File: src/hw/fft16_pkg.sv
`default_nettype none

package fft16_pkg;

  //////////////////////////////////////////////////////////////////////
  // Frame geometry and data widths
  //////////////////////////////////////////////////////////////////////
  localparam int N_POINTS = 16;
  localparam int RADIX    = 4;

  localparam int IN_W    = 16;
  // Two bits of growth per butterfly rank
  localparam int MID_W   = 18;
  localparam int OUT_W   = 20;
  localparam int TW_FRAC = 14;

  typedef struct packed {
    logic signed [IN_W-1:0] re;
    logic signed [IN_W-1:0] im;
  } in_cplx_t;

  typedef struct packed {
    logic signed [MID_W-1:0] re;
    logic signed [MID_W-1:0] im;
  } mid_cplx_t;

  typedef struct packed {
    logic signed [OUT_W-1:0] re;
    logic signed [OUT_W-1:0] im;
  } out_cplx_t;

  //////////////////////////////////////////////////////////////////////
  // Twiddles W16^m in Q2.14
  //////////////////////////////////////////////////////////////////////
  localparam logic signed [15:0] TW_RE [N_POINTS] = '{
    16'sd16384,  16'sd15137,  16'sd11585,  16'sd6270,
    16'sd0,     -16'sd6270,  -16'sd11585, -16'sd15137,
   -16'sd16384, -16'sd15137, -16'sd11585, -16'sd6270,
    16'sd0,      16'sd6270,   16'sd11585,  16'sd15137
  };

  // Imaginary part is -sin
  localparam logic signed [15:0] TW_IM [N_POINTS] = '{
    16'sd0,     -16'sd6270,  -16'sd11585, -16'sd15137,
   -16'sd16384, -16'sd15137, -16'sd11585, -16'sd6270,
    16'sd0,      16'sd6270,   16'sd11585,  16'sd15137,
    16'sd16384,  16'sd15137,  16'sd11585,  16'sd6270
  };

endpackage

`default_nettype wire

File: src/hw/fft16_loader.sv
`timescale 1ns/1ps
`default_nettype none

module fft16_loader (
  input  logic                                clk_i,
  input  logic                                rst_n_i,
  input  logic                                in_valid_i,
  input  logic signed [fft16_pkg::IN_W-1:0]   in_re_i,
  input  logic signed [fft16_pkg::IN_W-1:0]   in_im_i,
  output logic                                in_ready_o,
  input  logic                                frame_done_i,
  output logic                                frame_valid_o,
  output fft16_pkg::in_cplx_t                 frame_o [fft16_pkg::N_POINTS]
);

  fft16_pkg::in_cplx_t frame_q [fft16_pkg::N_POINTS];
  logic [3:0]          wr_cnt;
  logic                full;
  logic                credit;
  logic                accept;
  logic                launch;

  assign in_ready_o = ~full;
  assign accept     = in_valid_i & ~full;

  // A full frame leaves as soon as the pipeline is free
  assign launch        = full & credit;
  assign frame_valid_o = launch;
  assign frame_o       = frame_q;

  // Sample storage
  always_ff @(posedge clk_i) begin
    if (accept) begin
      frame_q[wr_cnt] <= {in_re_i, in_im_i};
    end
  end

  //////////////////////////////////////////////////////////////////////
  // Fill and credit control
  //////////////////////////////////////////////////////////////////////
  always_ff @(posedge clk_i) begin
    if (!rst_n_i) begin
      wr_cnt <= '0;
      full   <= 1'b0;
      credit <= 1'b1;
    end else begin
      if (accept) begin
        wr_cnt <= wr_cnt + 4'd1;
        if (wr_cnt == 4'd15) begin
          full <= 1'b1;
        end
      end
      if (launch) begin
        full <= 1'b0;
      end
      // Only one frame in flight
      if (launch) begin
        credit <= 1'b0;
      end else if (frame_done_i) begin
        credit <= 1'b1;
      end
    end
  end

endmodule

`default_nettype wire

File: config.mk
export PLATFORM = sky130hd
export DESIGN_NAME = fft16_loader
export DESIGN_NICKNAME = d
export VERILOG_FILES = /design/src/hw/fft16_pkg.sv /design/src/hw/fft16_loader.sv
export SDC_FILE = /design/constraint.sdc
export NUM_CORES = 1
export LEC_CHECK = 0
export BUFFER_PORTS_ARGS = -buffer_cell sky130_fd_sc_hd__buf_4
export CAP_MARGIN = 20
export CELL_PAD_IN_SITES_DETAIL_PLACEMENT = 1
export CELL_PAD_IN_SITES_GLOBAL_PLACEMENT = 2
export CORE_ASPECT_RATIO = 0.6
export CORE_MARGIN = 1.5
export CORE_UTILIZATION = 30
export CTS_BUF_LIST = sky130_fd_sc_hd__clkbuf_4
export DETAILED_ROUTE_END_ITERATION = 12
export PLACE_DENSITY_LB_ADDON = 0.1
export RECOVER_POWER = 50
export SYNTH_ARGS = -nofsm -noshare
export SYNTH_HDL_FRONTEND = slang
export SYNTH_SLANG_ARGS = --single-unit
File: constraint.sdc
create_clock -name clk_i -period 4.27 [get_ports clk_i]
set_clock_uncertainty 0.15 [all_clocks]
set_input_delay 0.2135 -clock clk_i [delete_from_list [all_inputs] [get_ports clk_i]]
set_output_delay 0.2135 -clock clk_i [all_outputs]
set_load 0.02 [all_outputs]
==> out/results.ini <==
[status]
status=completed

[yosys]
synth.distinct_cells=18
synthXorXnorAreaFrac=0.00111
ys_ff_latch=518
netlist_area_mm2=0.0158
syn_inst=567
synth_top_family_by_area=simple AND/OR/NAND/NOR gates
synth_compound_area_frac=0.000793
synthMuxAreaShare=0.00127
avgSynthCellArea_um2=27.8
synth-simple-area-share=0.00983
syn_nets=607
ys_warn_count=0
seq_area_frac_synth=0.982
synth_fa_ha_area_frac=0.00317

[clock_network]
cts_made_buffers=130
cts-htree-levels=4
ctsResizeCount=0
post_cts_buffers=0
tritoncts=built
cts_buffer_depth=3
cts_root_buf=clkbuf_4
clk_pin_slew_ns=0.07
clock_sinks=518
clk_latency_ns=0.77

[setup_path]
reg2reg_slack_ns=1.44
crit_path_top_delay_cell=nor2_4
rr_endpoint=frame_o[60]$_DFFE_PP_
start_kind=register
crit_family=simple AND/OR/NAND/NOR gates
cp-end-kind=register
cp_max_fo=20
criticalPathCategory=reg -> reg
rr_worst_depth=4
max_stage_delay_ns=0.86
path_cells=nor2b_1 > nand2_1 > nor2_4 > buf_4
regToRegStartpoint=full$_SDFFE_PP0P_
path_buf_inv=1
worst-path-stages=4
arrival_ns=3.10
worstPathRequired_ns=4.55

[sta]
relSlewSlack=0.227
period_share=0.662
tightest_slew_ns=1.16
worst_hold_slack_ns=0.146
final.setup.worst_slack_ns=1.44
finalHoldViolCount=0
fmaxAchievable_mhz=354
rsz0062_at_grt=no
setup_viol=0
final.setup.tns_ns=0
drv_slew=0
min_period_ns=2.83

[route]
drt_wl_total_um=54500
ant_nets=0
vias=8928
routedWlPerCell_um=26.2
drt_iter0_markers=533
drtPass1Iterations=5
route.detailed.drc=0
vias_per_cell=4.29

[grt]
grt_max_degree=24
antenna_found_initial=1
grt_pass1_wl_um=74600
grt_pass1_vias=9361
grt_overflow=0
grt_util_all_layers=0.199

[min_path]
holdCritStartpoint=rst_n_i
min_to=full$_SDFFE_PP0P_
hp-class=in -> reg
worstHoldPathCells=3

[layout]
stdcell_area_mm2=0.0220
area_growth_pct=39.4
drive_above_1_share=0.361
fill_cells=5181
nets=1341

[pwr]
cellPowerDensity_mw_per_mm2=468
combPwrFrac=0.031
switchingPower_w=0.00226
switching_share=0.219
clock_power_share=0.419
total_power_w=0.0103
leakagePower_nw=7.65
seq_power_share=0.551
internal_power_w=0.00804
ir_drop_mv=0.222

[place]
pre_cts_ws_ns=1.45
gp_congestion=0.753
dp_hpwl_um=37000
place_area_mm2=0.0210
portBuffers=549

[floorplan]
die_w_um=299
io_pins=550
num_rows=64
die_area_mm2=0.0540
floorplan.die.height_um=181
start_util=0.307
core-area_mm2=0.0514

[flow_run]
maxCapViolations=0

==> stage by stage <==
stage	util	instances
after global placement	0.409	1826
final	0.428	2081
after CTS	0.449	2080
after global routing	0.428	2081
after detailed placement	0.409	1827
after floorplan	-	567
==> cells in the mapped netlist <==
library cell	instances	area (um2)
edfxtp_1	512	15400
nor2_1	14	52.6
dfxtp_1	6	120
nand2_1	5	18.8
ha_1	4	50.1
nor3_1	4	20.0
and2_1	3	18.8
inv_1	3	11.3
nand2b_1	3	18.8
buf_2	2	10.0
mux2i_1	2	20.0
nor2b_1	2	12.5
xnor2_1	2	17.5
buf_4	1	7.51
nand3b_1	1	7.51
nand4_1	1	6.26
o21a_1	1	7.51
o21ai_0	1	5.00
==> cells in the final DEF (no fill, tap or decap), drive strengths merged <==
cell type / n
inv: 6
edfxtp: 512
nand2: 5
o21ai: 1
diode: 1
nor2b: 2
bufinv: 5
clkinvlp: 2
and2: 3
nand3b: 1
nand4: 1
buf: 283
clkinv: 22
dlygate4sd3: 35
xnor2: 2
nand2b: 3
nor2: 14
nor3: 4
clkbuf: 473
dfxtp: 6
mux2i: 2
o21a: 1
ha: 4
==> timing repair <==
item | CTS | global route
endpoints found under the hold margin | 518 | 0
endpoints found under the setup margin | 0 | 0
hold buffers | 35 | 0
==> worst max path at each step <==
| stage | from | to | slack (ns) |
|---|---|---|---|
| 2_1_floorplan | wr_cnt[1]$_SDFFE_PN0P_ | frame_o[384]$_DFFE_PP_ | 0.75 |
| 3_3_place_gp | in_valid_i | frame_o[123]$_DFFE_PP_ | 1.51 |
| 4_1_cts | full$_SDFFE_PP0P_ | frame_o[43]$_DFFE_PP_ | 1.40 |
| 3_5_place_dp | in_valid_i | frame_o[61]$_DFFE_PP_ | 1.45 |
| 5_1_grt | full$_SDFFE_PP0P_ | frame_o[60]$_DFFE_PP_ | 1.27 |
| 6_report | full$_SDFFE_PP0P_ | frame_o[60]$_DFFE_PP_ | 1.44 |
==> worst register-to-register path: cells and delay by family, from the launching register on <==
family                 cells  cell delay [ns]
DFF                        1             0.33
and+or+nand+nor            3             1.60
buffers and inverters      1             0.39
==> registers in the layout, indices dropped and copies added (netlist names) <==
name	flops
credit	1
full	1
wr_cnt	4
frame_o	512
==> area by class of cell <==
cell class	count	area, um2	share of cell area
clock buffers	186	1400	0.0635
repair buffers	605	3580	0.163
diodes	1	2.50	0.000114
well taps	693	867	0.0394
inverters	3	11.3	0.000512
multi-input cells	43	365	0.0166
clock inverters	32	282	0.0128
flip-flops and latches	518	15500	0.704
==> kinds of logic after synthesis <==
group                    Yosys count
AO/OA/AOI/OAI                      2
XOR/XNOR                           2
adder cells (fa/ha/maj)            4
buffers and inverters              6
flip-flops                       518
multiplexers                       2
AND/OR/NAND/NOR                   33
==> routing by layer <==
metal,track usage,routed length [um]
met1,0.264,24000
met2,0.313,26000
met3,0.0651,3730
met4,0.0527,776
met5,0,0
==> power groups by stage <==
stage          Combinational (W)  Sequential (W)  Clock (W)
2_1_floorplan          0.0000334         0.00585          0
3_3_place_gp            0.000327         0.00578          0
3_5_place_dp            0.000328         0.00578          0
4_1_cts                 0.000353         0.00567    0.00448
5_1_grt                 0.000336         0.00567    0.00471
6_report                0.000315         0.00567    0.00431
Note: power is estimated with default switching activity, not from simulation.
