[config.mk]
export PLATFORM = sky130hd
export DESIGN_NAME = fft16_unloader
export DESIGN_NICKNAME = d
export VERILOG_FILES = /design/src/hw/fft16_pkg.sv /design/src/hw/fft16_unloader.sv
export SDC_FILE = /design/constraint.sdc
export NUM_CORES = 1
export LEC_CHECK = 0
export ABC_AREA = 0
export BUFFER_PORTS_ARGS = -buffer_cell sky130_fd_sc_hd__buf_2
export CORE_UTILIZATION = 30
export DETAILED_ROUTE_END_ITERATION = 12
export GPL_ROUTABILITY_DRIVEN = 0
export PLACE_DENSITY = 0.57
export REMOVE_ABC_BUFFERS = 1
export SLEW_MARGIN = 15
export SYNTH_ARGS = -nofsm -noshare
export SYNTH_HDL_FRONTEND = slang
export SYNTH_SLANG_ARGS = --single-unit
[constraint.sdc]
create_clock -name clk_i -period 1.7 [get_ports clk_i]
set_input_delay 0.085 -clock clk_i [delete_from_list [all_inputs] [get_ports clk_i]]
set_output_delay 0.085 -clock clk_i [all_outputs]
set_load 0.05 [all_outputs]
[src/hw/fft16_pkg.sv]
`default_nettype none

package fft16_pkg;

  //////////////////////////////////////////////////////////////////////
  // Frame geometry and data widths
  //////////////////////////////////////////////////////////////////////
  localparam int N_POINTS = 16;
  localparam int RADIX    = 4;

  localparam int IN_W    = 16;
  // Two bits of growth per butterfly rank
  localparam int MID_W   = 18;
  localparam int OUT_W   = 20;
  localparam int TW_FRAC = 14;

  typedef struct packed {
    logic signed [IN_W-1:0] re;
    logic signed [IN_W-1:0] im;
  } in_cplx_t;

  typedef struct packed {
    logic signed [MID_W-1:0] re;
    logic signed [MID_W-1:0] im;
  } mid_cplx_t;

  typedef struct packed {
    logic signed [OUT_W-1:0] re;
    logic signed [OUT_W-1:0] im;
  } out_cplx_t;

  //////////////////////////////////////////////////////////////////////
  // Twiddles W16^m in Q2.14
  //////////////////////////////////////////////////////////////////////
  localparam logic signed [15:0] TW_RE [N_POINTS] = '{
    16'sd16384,  16'sd15137,  16'sd11585,  16'sd6270,
    16'sd0,     -16'sd6270,  -16'sd11585, -16'sd15137,
   -16'sd16384, -16'sd15137, -16'sd11585, -16'sd6270,
    16'sd0,      16'sd6270,   16'sd11585,  16'sd15137
  };

  // Imaginary part is -sin
  localparam logic signed [15:0] TW_IM [N_POINTS] = '{
    16'sd0,     -16'sd6270,  -16'sd11585, -16'sd15137,
   -16'sd16384, -16'sd15137, -16'sd11585, -16'sd6270,
    16'sd0,      16'sd6270,   16'sd11585,  16'sd15137,
    16'sd16384,  16'sd15137,  16'sd11585,  16'sd6270
  };

endpackage

`default_nettype wire

[src/hw/fft16_unloader.sv]
`timescale 1ns/1ps
`default_nettype none

module fft16_unloader (
  input  logic                                clk_i,
  input  logic                                rst_n_i,
  input  logic                                valid_i,
  input  fft16_pkg::out_cplx_t                frame_i [fft16_pkg::N_POINTS],
  output logic                                out_valid_o,
  input  logic                                out_ready_i,
  output logic signed [fft16_pkg::OUT_W-1:0]  out_re_o,
  output logic signed [fft16_pkg::OUT_W-1:0]  out_im_o,
  output logic [3:0]                          out_idx_o,
  output logic                                frame_done_o
);

  fft16_pkg::out_cplx_t hold_q [fft16_pkg::N_POINTS];
  logic [3:0]           rd_cnt;
  logic [3:0]           rd_sel;
  logic                 busy;
  logic                 xfer;

  // Bin k sits at butterfly k mod 4, output k div 4
  assign rd_sel = {rd_cnt[1:0], rd_cnt[3:2]};

  assign out_valid_o  = busy;
  assign out_re_o     = hold_q[rd_sel].re;
  assign out_im_o     = hold_q[rd_sel].im;
  assign out_idx_o    = rd_cnt;
  assign xfer         = busy & out_ready_i;
  assign frame_done_o = xfer & (rd_cnt == 4'd15);

  always_ff @(posedge clk_i) begin
    if (valid_i) begin
      hold_q <= frame_i;
    end
  end

  //////////////////////////////////////////////////////////////////////
  // Read sequencing
  //////////////////////////////////////////////////////////////////////
  always_ff @(posedge clk_i) begin
    if (!rst_n_i) begin
      busy   <= 1'b0;
      rd_cnt <= '0;
    end else if (valid_i) begin
      busy   <= 1'b1;
      rd_cnt <= '0;
    end else if (xfer) begin
      rd_cnt <= rd_cnt + 4'd1;
      // Last bin leaves, frame slot is free again
      if (rd_cnt == 4'd15) begin
        busy <= 1'b0;
      end
    end
  end

endmodule

`default_nettype wire

==> metrics.yaml, run 1 <==
dpl.hpwl_mm: 52.0
hold_buffers: 623
post-cts-setup-buffers: 23
syn_avg_cell_area_um2: 20.9
synth_edf_count: 640
toolErrorMsg: "[ERROR RSZ-0060] Max buffer count reached."
io_pins: 690
ys_ff_latch: 645
cts_root_buf: "clkbuf_16"
lastStage: "clock tree synthesis (4_1_cts)"
die_w_um: 289
yosysSeqAreaShare_pct: 78.3
cts_resized: 114
synth_area_leaders: "edfxtp_1, mux4_2, mux2_2"
yosys-top-cells-count: "edfxtp_1, nor2_1, mux2_2, mux2i_1, mux4_2"
run_status: "aborted with a tool error"
place_area_um2: 30200
synth_cell_types: 27
yosysTopAreaCellShare_pct: 77.9
initial_core_util_pct: 30.5
portBuffers: 689
rows: 104
cts.sinks: 645
cts_buffer_depth: 3
yosys.area.top_type: "edfxtp_1"
preCtsSetupSlack_ns: -0.340
async_flop_share_pct: 0
htreeDepth: 3
ys.flop_type: "edfxtp_1"
dieHeight_um: 289
synth.most_common_cell: "edfxtp_1"
netlist_instances: 1182
netlist_area_um2: 24700
cts_buffers: 73
ys_warn_count: 0
-- stage by stage --
| stage | setup TNS, ns | instances | util [%] |
|---|---|---|---|
| 2_1_floorplan | -374.77 | 1110 | - |
| 3_3_place_gp | -6.58 | 2956 | 37.3 |
| 3_5_place_dp | -7.02 | 2956 | 37.3 |
-- cell families after synthesis --
family / count (synthesis) / share of synthesized area, %
AOI/OAI and AO/OA: 125 / 4.17
muxes: 240 / 14.2
and+or+nand+nor: 96 / 1.52
xor gates and xnor gates: 2 / 0.0710
buffers and inverters: 73 / 1.65
adders and majority gates: 1 / 0.0507
DFF: 645 / 78.3
==> run 2, diff against run 1 <==
Settings changed: CORE_UTILIZATION 30 to 20, PLACE_DENSITY 0.57 to unset, PLACE_DENSITY_LB_ADDON set to 0.15.
==> run 2 against run 1 <==
  * Synthesized cell count stayed put
  * The flow now finishes, with violations (negative setup slack)
  * Area after synthesis unchanged
==> metrics.yaml, run 2 <==
reg2reg_to: "out_idx_o[3]$_SDFFE_PP0P_"
path_clk_slew_ns: 0.06
arrival_ns: 2.52
max_stage_delay_ns: 0.44
grt_pass1_vias: 19400
crit_type: "flop to primary output"
ys.flop_type: "edfxtp_1"
rows: 128
path_buf_inv: 3
cp_common_cell: "buf_12"
leakagePower_nw: 15.4
p_per_area_nw_per_um2: 959
finalSetupViolCount: 44
largest_reg_flops: 640
preCtsSetupSlack_ns: -0.382
cts_root_buf: "clkbuf_16"
hold_viol: 0
yosysTopAreaCellShare_pct: 77.9
yosys-top-cells-count: "edfxtp_1, nor2_1, mux2_2, mux2i_1, mux4_2"
dr.pass1.iters: 5
startpoint_type: "flop"
irDropWorstVdd_mv: 0.747
rsz0062_at_grt: "true"
netlist_instances: 1182
crit_required_ns: 1.62
mostFrequentLayoutCells: "buf_2, dlygate4sd3_1, edfxtp_1"
drv_slew: 0
layout_commonest_cell: "buf_2"
fin_crit_sh_pct: 153
synth_area_leaders: "edfxtp_1, mux4_2, mux2_2"
globalRoute.totalOverflow: 0
die_w_um: 353
dieHeight_um: 353
core_area_um2: 122000
reg2regPathDepth: 7
dr_total_vias: 17300
grt_max_degree: 55
holdCritPathClass: "input port to flop"
hold_ws_ns: 0.118
fmax_mhz: 383
io_pins: 690
ys_warn_count: 0
r2r-start: "out_idx_o[0]$_SDFFE_PP0P_"
drtAntennaViolNets: 0
hp-start: "frame_i[142]"
drive_gt1_share_pct: 43.3
tightest_slew_ns: 0.681
cts.sinks: 645
grt.total_usage_pct: 14.2
synth.most_common_cell: "edfxtp_1"
grt_pass1_wl_mm: 128
max_cap_violations: 0
critical_path_peak_fanout: 14
async_flop_share_pct: 0
cp_top_family: "buffers and inverters"
yosysSeqAreaShare_pct: 78.3
htreeDepth: 3
run_status: "finished with violations"
min_to: "hold_q[142]$_DFFE_PP_"
avgViaCountPerCell: 3.96
skew_ns: 0.000200
netlist_area_um2: 24700
insertion_delay_ns: 0.67
syn_avg_cell_area_um2: 20.9
relSlewSlack_pct: 54.6
place_area_um2: 31200
synth_cell_types: 27
cts_tree: "yes"
initial_core_util_pct: 20.2
ys_ff_latch: 645
slowest_stage: "dfxtp_4"
portBuffers: 689
worstPathCellList: "buf_16 > buf_12 > mux2_2 > o221ai_1 > o22ai_4 > buf_12"
cts_buffers: 79
totalWireLength_mm: 89.4
hold_depth: 2
synth_edf_count: 640
rrSetupSlack_ns: 0.13
dpl.hpwl_mm: 60.7
drc: 0
power_w: 0.0398
dieArea_um2: 125000
area_growth_pct: 68.1
fin_crit_ns: 2.61
antenna_found_initial: 6
yosys.area.top_type: "edfxtp_1"
cts_buffer_depth: 3
nFillCells: 11900
violations: "negative setup slack"
fin_area_um2: 41400
fin_nets: 3316
end_kind: "primary output"
avgRoutedWirePerCell_um: 20.5
worst_slack_ns: -0.908
top_register: "hold_q"
drt_first_iter_violations: 901
==> run 2: cell counts after synthesis <==
Identical to the previous run, type by type.
==> run 2: worst max-delay path by stage <==
stage                               from      endpoint  slack (ns)  depth (start not counted)
2_1_floorplan  out_idx_o[2]$_SDFFE_PP0P_   out_im_o[0]       -8.37                          3
3_3_place_gp   out_idx_o[2]$_SDFFE_PP0P_  out_im_o[10]       -0.36                          6
3_5_place_dp   out_idx_o[2]$_SDFFE_PP0P_  out_im_o[10]       -0.38                          6
4_1_cts        out_idx_o[2]$_SDFFE_PP0P_  out_im_o[11]       -1.03                          6
5_1_grt        out_idx_o[2]$_SDFFE_PP0P_   out_re_o[9]       -1.07                          6
6_report       out_idx_o[2]$_SDFFE_PP0P_  out_im_o[19]       -0.91                          6
==> run 2: through the flow <==
stage	TNS (ns)	util (%)	instances
global placement	-8.40	25.5	3532
CTS	-40.50	33.7	4348
floorplan	-374.77	-	1110
finish	-34.73	34.0	4360
global route	-41.50	34.0	4359
detailed placement	-8.59	25.5	3532
==> run 2: cell type report <==
| type | count | area (um^2) | share of cell area, % |
|---|---|---|---|
| flip-flops and latches | 645 | 19300 | 46.6 |
| repair buffers | 1480 | 12200 | 29.5 |
| multi-input cells | 464 | 5350 | 12.9 |
| clock buffers | 97 | 2070 | 4.98 |
| well taps | 1625 | 2030 | 4.91 |
| clock inverters | 42 | 428 | 1.03 |
| diodes | 6 | 15.0 | 0.0362 |
| inverters | 1 | 3.75 | 0.00906 |
==> run 2: kinds of logic (layout without fill, tap and decap cells) <==
kind of cell / after synthesis / count (layout) / synth area share, %
adder cells (fa/ha/maj): 1 / 1 / 0.0507
other: 0 / 6 / 0
XOR/XNOR: 2 / 2 / 0.0710
AND/OR/NAND/NOR: 96 / 96 / 1.52
AO/OA/AOI/OAI: 125 / 125 / 4.17
flip-flops: 645 / 645 / 78.3
multiplexers: 240 / 240 / 14.2
buffers and inverters: 73 / 1620 / 1.65
==> run 2: report_power, final <==
part,total (W),internal [W],leakage [nW],switching (W)
combinational,0.00398,0.00227,7.88,0.00171
sequential,0.0192,0.0189,6.31,0.000331
clock,0.0166,0.00983,1.23,0.00673
==> run 2: what timing repair did <==
item                                   in CTS  in global routing
endpoints found under the hold margin     658                  0
resized for setup                         134                 59
pin swaps                                  10                 13
gates cloned                                9                  1
hold buffers                              643                  0
setup endpoints to repair                  45                 45
buffers inserted                           25                  7
==> run 2: per-layer routing <==
layer | track usage, % | wire, um | vias up
li1 | - | - | 7956
met1 | 16.3 | 35400 | 8695
met2 | 25.9 | 47800 | 496
met3 | 3.38 | 4450 | 120
met4 | 4.16 | 1800 | 2
met5 | 0 | 13 | -
No activity file was read; power rests on OpenSTA's default activity.
