### config.mk
export PLATFORM = sky130hd
export DESIGN_NAME = r4_butterfly
export DESIGN_NICKNAME = d
export VERILOG_FILES = /design/src/hw/fft16_pkg.sv /design/src/hw/r4_butterfly.sv
export SDC_FILE = /design/constraint.sdc
export NUM_CORES = 1
export LEC_CHECK = 0
export ABC_AREA = 0
export BUFFER_PORTS_ARGS = -buffer_cell sky130_fd_sc_hd__buf_2
export CORE_ASPECT_RATIO = 1.4
export CORE_UTILIZATION = 39
export CTS_CLUSTER_DIAMETER = 150
export DETAILED_ROUTE_END_ITERATION = 10
export PLACE_DENSITY = 0.57
export SLEW_MARGIN = 10
export SYNTH_ARGS = -nofsm -noshare
export SYNTH_HDL_FRONTEND = slang
export SYNTH_SLANG_ARGS = --single-unit
### constraint.sdc
create_clock -name clk_i -period 5.9 [get_ports clk_i]
set_input_delay 0.885 -clock clk_i [delete_from_list [all_inputs] [get_ports clk_i]]
set_output_delay 0.885 -clock clk_i [all_outputs]
set_load 0.01 [all_outputs]
### src/hw/fft16_pkg.sv
`default_nettype none

package fft16_pkg;

  //////////////////////////////////////////////////////////////////////
  // Frame geometry and data widths
  //////////////////////////////////////////////////////////////////////
  localparam int N_POINTS = 16;
  localparam int RADIX    = 4;

  localparam int IN_W    = 16;
  // Two bits of growth per butterfly rank
  localparam int MID_W   = 18;
  localparam int OUT_W   = 20;
  localparam int TW_FRAC = 14;

  typedef struct packed {
    logic signed [IN_W-1:0] re;
    logic signed [IN_W-1:0] im;
  } in_cplx_t;

  typedef struct packed {
    logic signed [MID_W-1:0] re;
    logic signed [MID_W-1:0] im;
  } mid_cplx_t;

  typedef struct packed {
    logic signed [OUT_W-1:0] re;
    logic signed [OUT_W-1:0] im;
  } out_cplx_t;

  //////////////////////////////////////////////////////////////////////
  // Twiddles W16^m in Q2.14
  //////////////////////////////////////////////////////////////////////
  localparam logic signed [15:0] TW_RE [N_POINTS] = '{
    16'sd16384,  16'sd15137,  16'sd11585,  16'sd6270,
    16'sd0,     -16'sd6270,  -16'sd11585, -16'sd15137,
   -16'sd16384, -16'sd15137, -16'sd11585, -16'sd6270,
    16'sd0,      16'sd6270,   16'sd11585,  16'sd15137
  };

  // Imaginary part is -sin
  localparam logic signed [15:0] TW_IM [N_POINTS] = '{
    16'sd0,     -16'sd6270,  -16'sd11585, -16'sd15137,
   -16'sd16384, -16'sd15137, -16'sd11585, -16'sd6270,
    16'sd0,      16'sd6270,   16'sd11585,  16'sd15137,
    16'sd16384,  16'sd15137,  16'sd11585,  16'sd6270
  };

endpackage

`default_nettype wire

### src/hw/r4_butterfly.sv
`timescale 1ns/1ps
`default_nettype none

module r4_butterfly #(
  parameter type in_t  = fft16_pkg::in_cplx_t,
  parameter type out_t = fft16_pkg::mid_cplx_t
) (
  input  logic clk_i,
  input  logic rst_n_i,
  input  logic valid_i,
  input  in_t  x_i [fft16_pkg::RADIX],
  output logic valid_o,
  output out_t y_o [fft16_pkg::RADIX]
);

  localparam int IW = $bits(in_t) / 2;
  localparam int OW = $bits(out_t) / 2;

  logic signed [IW-1:0] xr [fft16_pkg::RADIX];
  logic signed [IW-1:0] xi [fft16_pkg::RADIX];
  logic signed [OW-1:0] ar [fft16_pkg::RADIX];
  logic signed [OW-1:0] ai [fft16_pkg::RADIX];

  // Split re/im and sign extend to output width
  always_comb begin
    for (int i = 0; i < fft16_pkg::RADIX; i++) begin
      xr[i] = x_i[i][2*IW-1:IW];
      xi[i] = x_i[i][IW-1:0];
      ar[i] = xr[i];
      ai[i] = xi[i];
    end
  end

  // 4-point DFT, multiplying by +/-j swaps re and im
  always_ff @(posedge clk_i) begin
    y_o[0] <= {ar[0] + ar[1] + ar[2] + ar[3], ai[0] + ai[1] + ai[2] + ai[3]};
    y_o[1] <= {ar[0] + ai[1] - ar[2] - ai[3], ai[0] - ar[1] - ai[2] + ar[3]};
    y_o[2] <= {ar[0] - ar[1] + ar[2] - ar[3], ai[0] - ai[1] + ai[2] - ai[3]};
    y_o[3] <= {ar[0] - ai[1] - ar[2] + ai[3], ai[0] + ar[1] - ai[2] - ar[3]};
  end

  always_ff @(posedge clk_i) begin
    if (!rst_n_i) begin
      valid_o <= 1'b0;
    end else begin
      valid_o <= valid_i;
    end
  end

endmodule

`default_nettype wire

==> results of run 1 <==
-- layout make-up --
cell class | instances | area [um2]
antenna | 6 | 15.0
multi-input combinational | 1023 | 11100
inverter | 428 | 1610
fill | 3920 | 21200
timing repair buffer | 275 | 1380
tap | 528 | 661
clock buffer | 24 | 502
clock inverter | 8 | 125
sequential | 145 | 2900
-- layer usage --
metal,global-route usage,vias to the layer above,share of wire
li1,-,5572,-
met1,0.233,5596,0.38
met2,0.395,322,0.53
met3,0.0526,55,0.066
met4,0.0663,26,0.020
met5,0,-,0.0038
-- worst max-delay path by stage --
stage                     endpoint  depth (start not counted)     from
final                      y_o[16]                         15  x_i[32]
after global routing       y_o[16]                         15  x_i[32]
after CTS                  y_o[16]                         15  x_i[32]
after detailed placement   y_o[16]                         15  x_i[32]
after global placement     y_o[16]                         15  x_i[32]
after floorplan            y_o[16]                         14  x_i[32]
-- synth_stat cells, drive strengths merged (3+ instances only) --
cell type,count,area (um2)
nand2,37,139
o31a,4,35.0
dfxtp,145,2900
a21oi,82,414
a311oi,7,67.6
a21o,41,312
a211oi,11,87.6
nand4,5,31.3
nor4,6,37.5
nand3,10,50.1
o211ai,5,51.3
nor2b,17,106
o31ai,8,60.1
o21bai,12,90.1
a221oi,4,41.3
or4,3,26.3
o21ai,46,234
nor3,19,95.1
and2,10,63.8
inv,428,1610
nand3b,3,22.5
xor2,46,403
a31o,3,26.3
xnor2,73,639
or2,8,50.1
or3,5,31.3
ha,142,1780
a31oi,8,50.1
nand4b,3,26.3
fa,264,5290
o21a,24,180
o2111ai,4,35.0
a211o,3,27.5
o41ai,3,41.3
nand2b,10,62.6
clkbuf,3,11.3
and3,3,18.8
a41o,4,40.0
nor2,66,248
o311ai,4,35.0
o22ai,3,18.8
-- state kept, by name, indices dropped and copies added, names as in the netlist --
signal / cells
valid_o: 1
y_o: 144
-- power by group --
part	total (W)	switching (W)	internal, W	leakage, nW
Sequential	0.00168	0.000148	0.00153	1.22
Clock	0.00120	0.000474	0.000722	0.306
Combinational	0.00444	0.00253	0.00191	7.91
Total	0.00731	0.00315	0.00416	9.44
-- cell families after synthesis --
group           after synthesis  share of synthesized area
xor+xnor                    119                     0.0667
mux                           1                   0.000640
simple gates                207                     0.0655
flops                       145                      0.186
buf+inv                     431                      0.103
compound gates              290                      0.126
fa+ha+maj                   406                      0.452
-- through the flow --
step	total power [W]	std cells	setup slack, ns
after global placement	0.00612	2399	1.30
final	0.00731	2437	1.77
after global routing	0.00800	2434	1.59
after floorplan	0.00474	1599	1.78
after detailed placement	0.00616	2399	1.30
after CTS	0.00742	2431	1.78
==> metrics.yaml, run 1 <==
die:
  num_rows: 86
  fp.dieH_um: 239
  start_util: 0.396
  die-area_um2: 40900
  core_area_um2: 39500
  num_io_pins: 276
  die_w_um: 171
worst_setup_path:
  crit_path_start_kind: "primary input"
  critPathMaxFanout: 3
  crit_buf_inv: 4
  cp-end-kind: "register"
  critPathSlowestCell: "fa_1"
  arrival_ns: 4.51
  max_stage_delay_ns: 0.54
  cp.required_ns: 6.28
  crit_type: "primary input to register"
  cp_top_family: "adder cells"
  crit_chain: "buf_2, inv_1, fa_1, inv_1, fa_1, inv_1, ha_1, fa_1, a211oi_2, o211ai_1, a221o_1, a21o_2, a31o_1, a21oi_1, xnor2_1"
sta:
  grt_setup_unrepaired: "false"
  timing.hold.ws_ns: 0.645
  max_slew.worst_pin.slew_ns: 0.659
  setup_tns_ns: 0
  fmax_mhz: 242
  drv_slew: 0
  final.min_clock_period_ns: 4.13
  finalHoldViolations: 0
  setup_viol_count_final: 0
  min_period_over_period: 0.700
  slew_headroom: 0.559
final_layout:
  final_common_cell: "inv_1"
  most-common-layout-cells: "428 x inv_1, 275 x buf_2, 264 x fa_1"
  post-route-util: 0.463
  finalInstanceArea_um2: 18300
  syn_to_final_growth_pct: 17.1
  drive_gt1_frac: 0.172
  fin_nets: 2427
logic_synthesis:
  synthCells: 1599
  netlist_area_um2: 15600
  async_reset_ff_frac: 0
  yosys_register_bits: 145
  syn_avg_cell_area_um2: 9.78
  synth-main-ff-cell: "dfxtp_1"
  yosysWarnings: 0
  yosysSeqAreaShare: 0.186
  synthesis.nets: 2136
  synth.distinct_cells: 68
  synth-edff-count: 0
clocking:
  post_cts.repair.setup_buffers: 0
  root_buffer: "clkbuf_16"
  htreeDepth: 4
  numClockSinks: 145
  clk_pin_slew_ns: 0.06
  cts_buffer_depth: 2
  cts_hold_buf: 0
  cts-resized-gates: 0
  cts_tree: "yes"
  cts_buffers: 17
global_route:
  antenna_found_initial: 19
  grt_overflow: 0
  grtUsageTotal: 0.213
  grt_pass1_vias: 12026
  grt_max_degree: 17
  grt_pass1_wl_um: 63700
place:
  place_congestion: 0.857
  hpwl_um: 36700
  placed_area_um2: 17700
  port_buffers: 275
route:
  vias: 11571
  drt_iter0_drc: 464
  wirelength_um: 41600
  drt_first_pass_iters: 5
  avgRoutedWirePerCell_um: 17.1
  via_per_inst: 4.75
  antenna_left: 0
  drc: 0
job:
  maxCapViolCount: 0
worst_hold_path:
  hold_class: "primary input to register"
  hold-path-endpoint: "valid_o"
  hold_path_startpoint: "valid_i"
  hold_depth: 2
run_status:
  status: "finished, final reports clean"
power_and_ir_drop:
  p_leak_nw: 9.44
  ir_drop_mv: 0.200
  p_per_area_nw_per_um2: 399
Power figures use the tool's default switching activity.
==> inputs of run 2 (changes only) <==
clock period = 4 ns   (was 5.9 ns; I/O delays follow)
==> metrics.yaml, run 2 (synthesis results as in run 1) <==
run_status:
  status: "finished, final reports clean"
global_route:
  antenna_found_initial: 14
  grt_overflow: 0
  grt_pass1_vias: 12215
  grtUsageTotal: 0.214
  grt_pass1_wl_um: 64100
  grt_max_degree: 17
route:
  avgRoutedWirePerCell_um: 16.8
  wirelength_um: 41600
  highest_layer: "met5"
  wl_met2_um: 21700
  antenna_left: 0
  drt_iter0_drc: 515
  drc: 0
  via_per_inst: 4.71
  met1_length_um: 16100
  vias: 11681
  drt_first_pass_iters: 5
  wl_met3_um: 2720
final_layout:
  fin_nets: 2470
  largest-register: "y_o"
  most-common-layout-cells: "428 x inv_1, 275 x buf_2, 264 x fa_1"
  syn_to_final_growth_pct: 19.1
  reg_top3: "y_o: 144 flops, valid_o: 1 flops"
  fillers: 3871
  fin_cells: 2480
  finalInstanceArea_um2: 18600
  drive_gt1_frac: 0.190
  final_common_cell: "inv_1"
  largest_register_ffs: 144
worst_setup_path:
  crit_type: "primary input to register"
  critPathSlowestCell: "fa_1"
  crit_buf_inv: 4
  max_stage_delay_ns: 0.54
  critPathMaxFanout: 2
  endpoint: "y_o[16]"
  crit_path_start_kind: "primary input"
  cp.required_ns: 4.38
  cp_top_family: "adder cells"
  cp-end-kind: "register"
  crit_cells: 15
  crit_path_start: "x_i[32]"
  arrival_ns: 4.14
  crit_chain: "buf_2, inv_1, fa_1, inv_1, fa_1, inv_1, ha_1, fa_1, a211oi_2, o211ai_1, a221o_1, a21o_2, a31o_1, a21oi_1, xnor2_1"
power_and_ir_drop:
  p_comb_frac: 0.612
  p_leak_nw: 9.64
  p_seq_frac: 0.227
  ir_drop_mv: 0.304
  p_sw_frac: 0.429
  p_sw_w: 0.00468
  p_int_w: 0.00623
  clkPwrFrac: 0.160
  p_per_area_nw_per_um2: 586
place:
  place_congestion: 0.884
  dp.cells: 2442
  hpwl_um: 36800
  port_buffers: 275
  placed_area_um2: 18000
die:
  fp.dieH_um: 239
  die_w_um: 171
  core_area_um2: 39500
  num_rows: 86
  die-area_um2: 40900
  num_io_pins: 276
  start_util: 0.396
sta:
  max_slew.worst_pin.slew_ns: 0.603
  setup_viol_count_final: 0
  grt_setup_unrepaired: "false"
  fmax_mhz: 266
  min_period_over_period: 0.940
  drv_slew: 0
  setup_tns_ns: 0
  slew_headroom: 0.596
  finalHoldViolations: 0
  final.min_clock_period_ns: 3.76
  timing.hold.ws_ns: 0.356
clocking:
  numClockSinks: 145
  cts_buffers: 17
  cts_hold_buf: 0
  cts_buffer_depth: 2
  root_buffer: "clkbuf_16"
  cts_tree: "yes"
  cts-resized-gates: 0
  post_cts.repair.setup_buffers: 0
  htreeDepth: 4
  clk_pin_slew_ns: 0.06
worst_hold_path:
  hold_class: "primary input to register"
job:
  maxCapViolCount: 0
## run 2: worst min-delay path by stage
stage / from / end / slack (ns) / cells past startpoint
after floorplan: valid_i / valid_o / 0.72 / 1
after global placement: valid_i / valid_o / 0.82 / 2
after detailed placement: valid_i / valid_o / 0.83 / 2
after CTS: valid_i / valid_o / 0.34 / 2
after global routing: valid_i / valid_o / 0.35 / 2
final: valid_i / valid_o / 0.36 / 2
## run 2: through the flow
stage / utilization / total power, W / worst slack [ns]
6_report: 0.471 / 0.0109 / 0.241
5_1_grt: 0.471 / 0.0119 / 0.0994
4_1_cts: 0.471 / 0.0111 / 0.266
3_5_place_dp: 0.455 / 0.00923 / -0.216
3_3_place_gp: 0.455 / 0.00914 / -0.213
2_1_floorplan: - / 0.00700 / 0.165
## run 2: final cells by class
cell class / count / area, um2 / area share
inverter: 428 / 1610 / 0.0863
clock buffer: 23 / 488 / 0.0262
antenna: 6 / 15.0 / 0.000807
tap: 528 / 661 / 0.0355
clock inverter: 9 / 129 / 0.00692
multi-input combinational: 1023 / 11100 / 0.597
sequential: 145 / 2900 / 0.156
timing repair buffer: 318 / 1700 / 0.0913
## run 2: per-layer routing
metal | up-vias | track usage
met4 | 20 | 0.0717
met3 | 61 | 0.0507
li1 | 5662 | -
met1 | 5616 | 0.240
met2 | 322 | 0.390
met5 | - | 0
## run 2: power by group through the flow
stage	clock network, W	registers [W]	logic (W)
after floorplan	0	0.00287	0.00413
after global placement	0	0.00252	0.00662
after detailed placement	0	0.00252	0.00671
after CTS	0.00180	0.00250	0.00676
after global routing	0.00185	0.00256	0.00753
final	0.00175	0.00248	0.00668
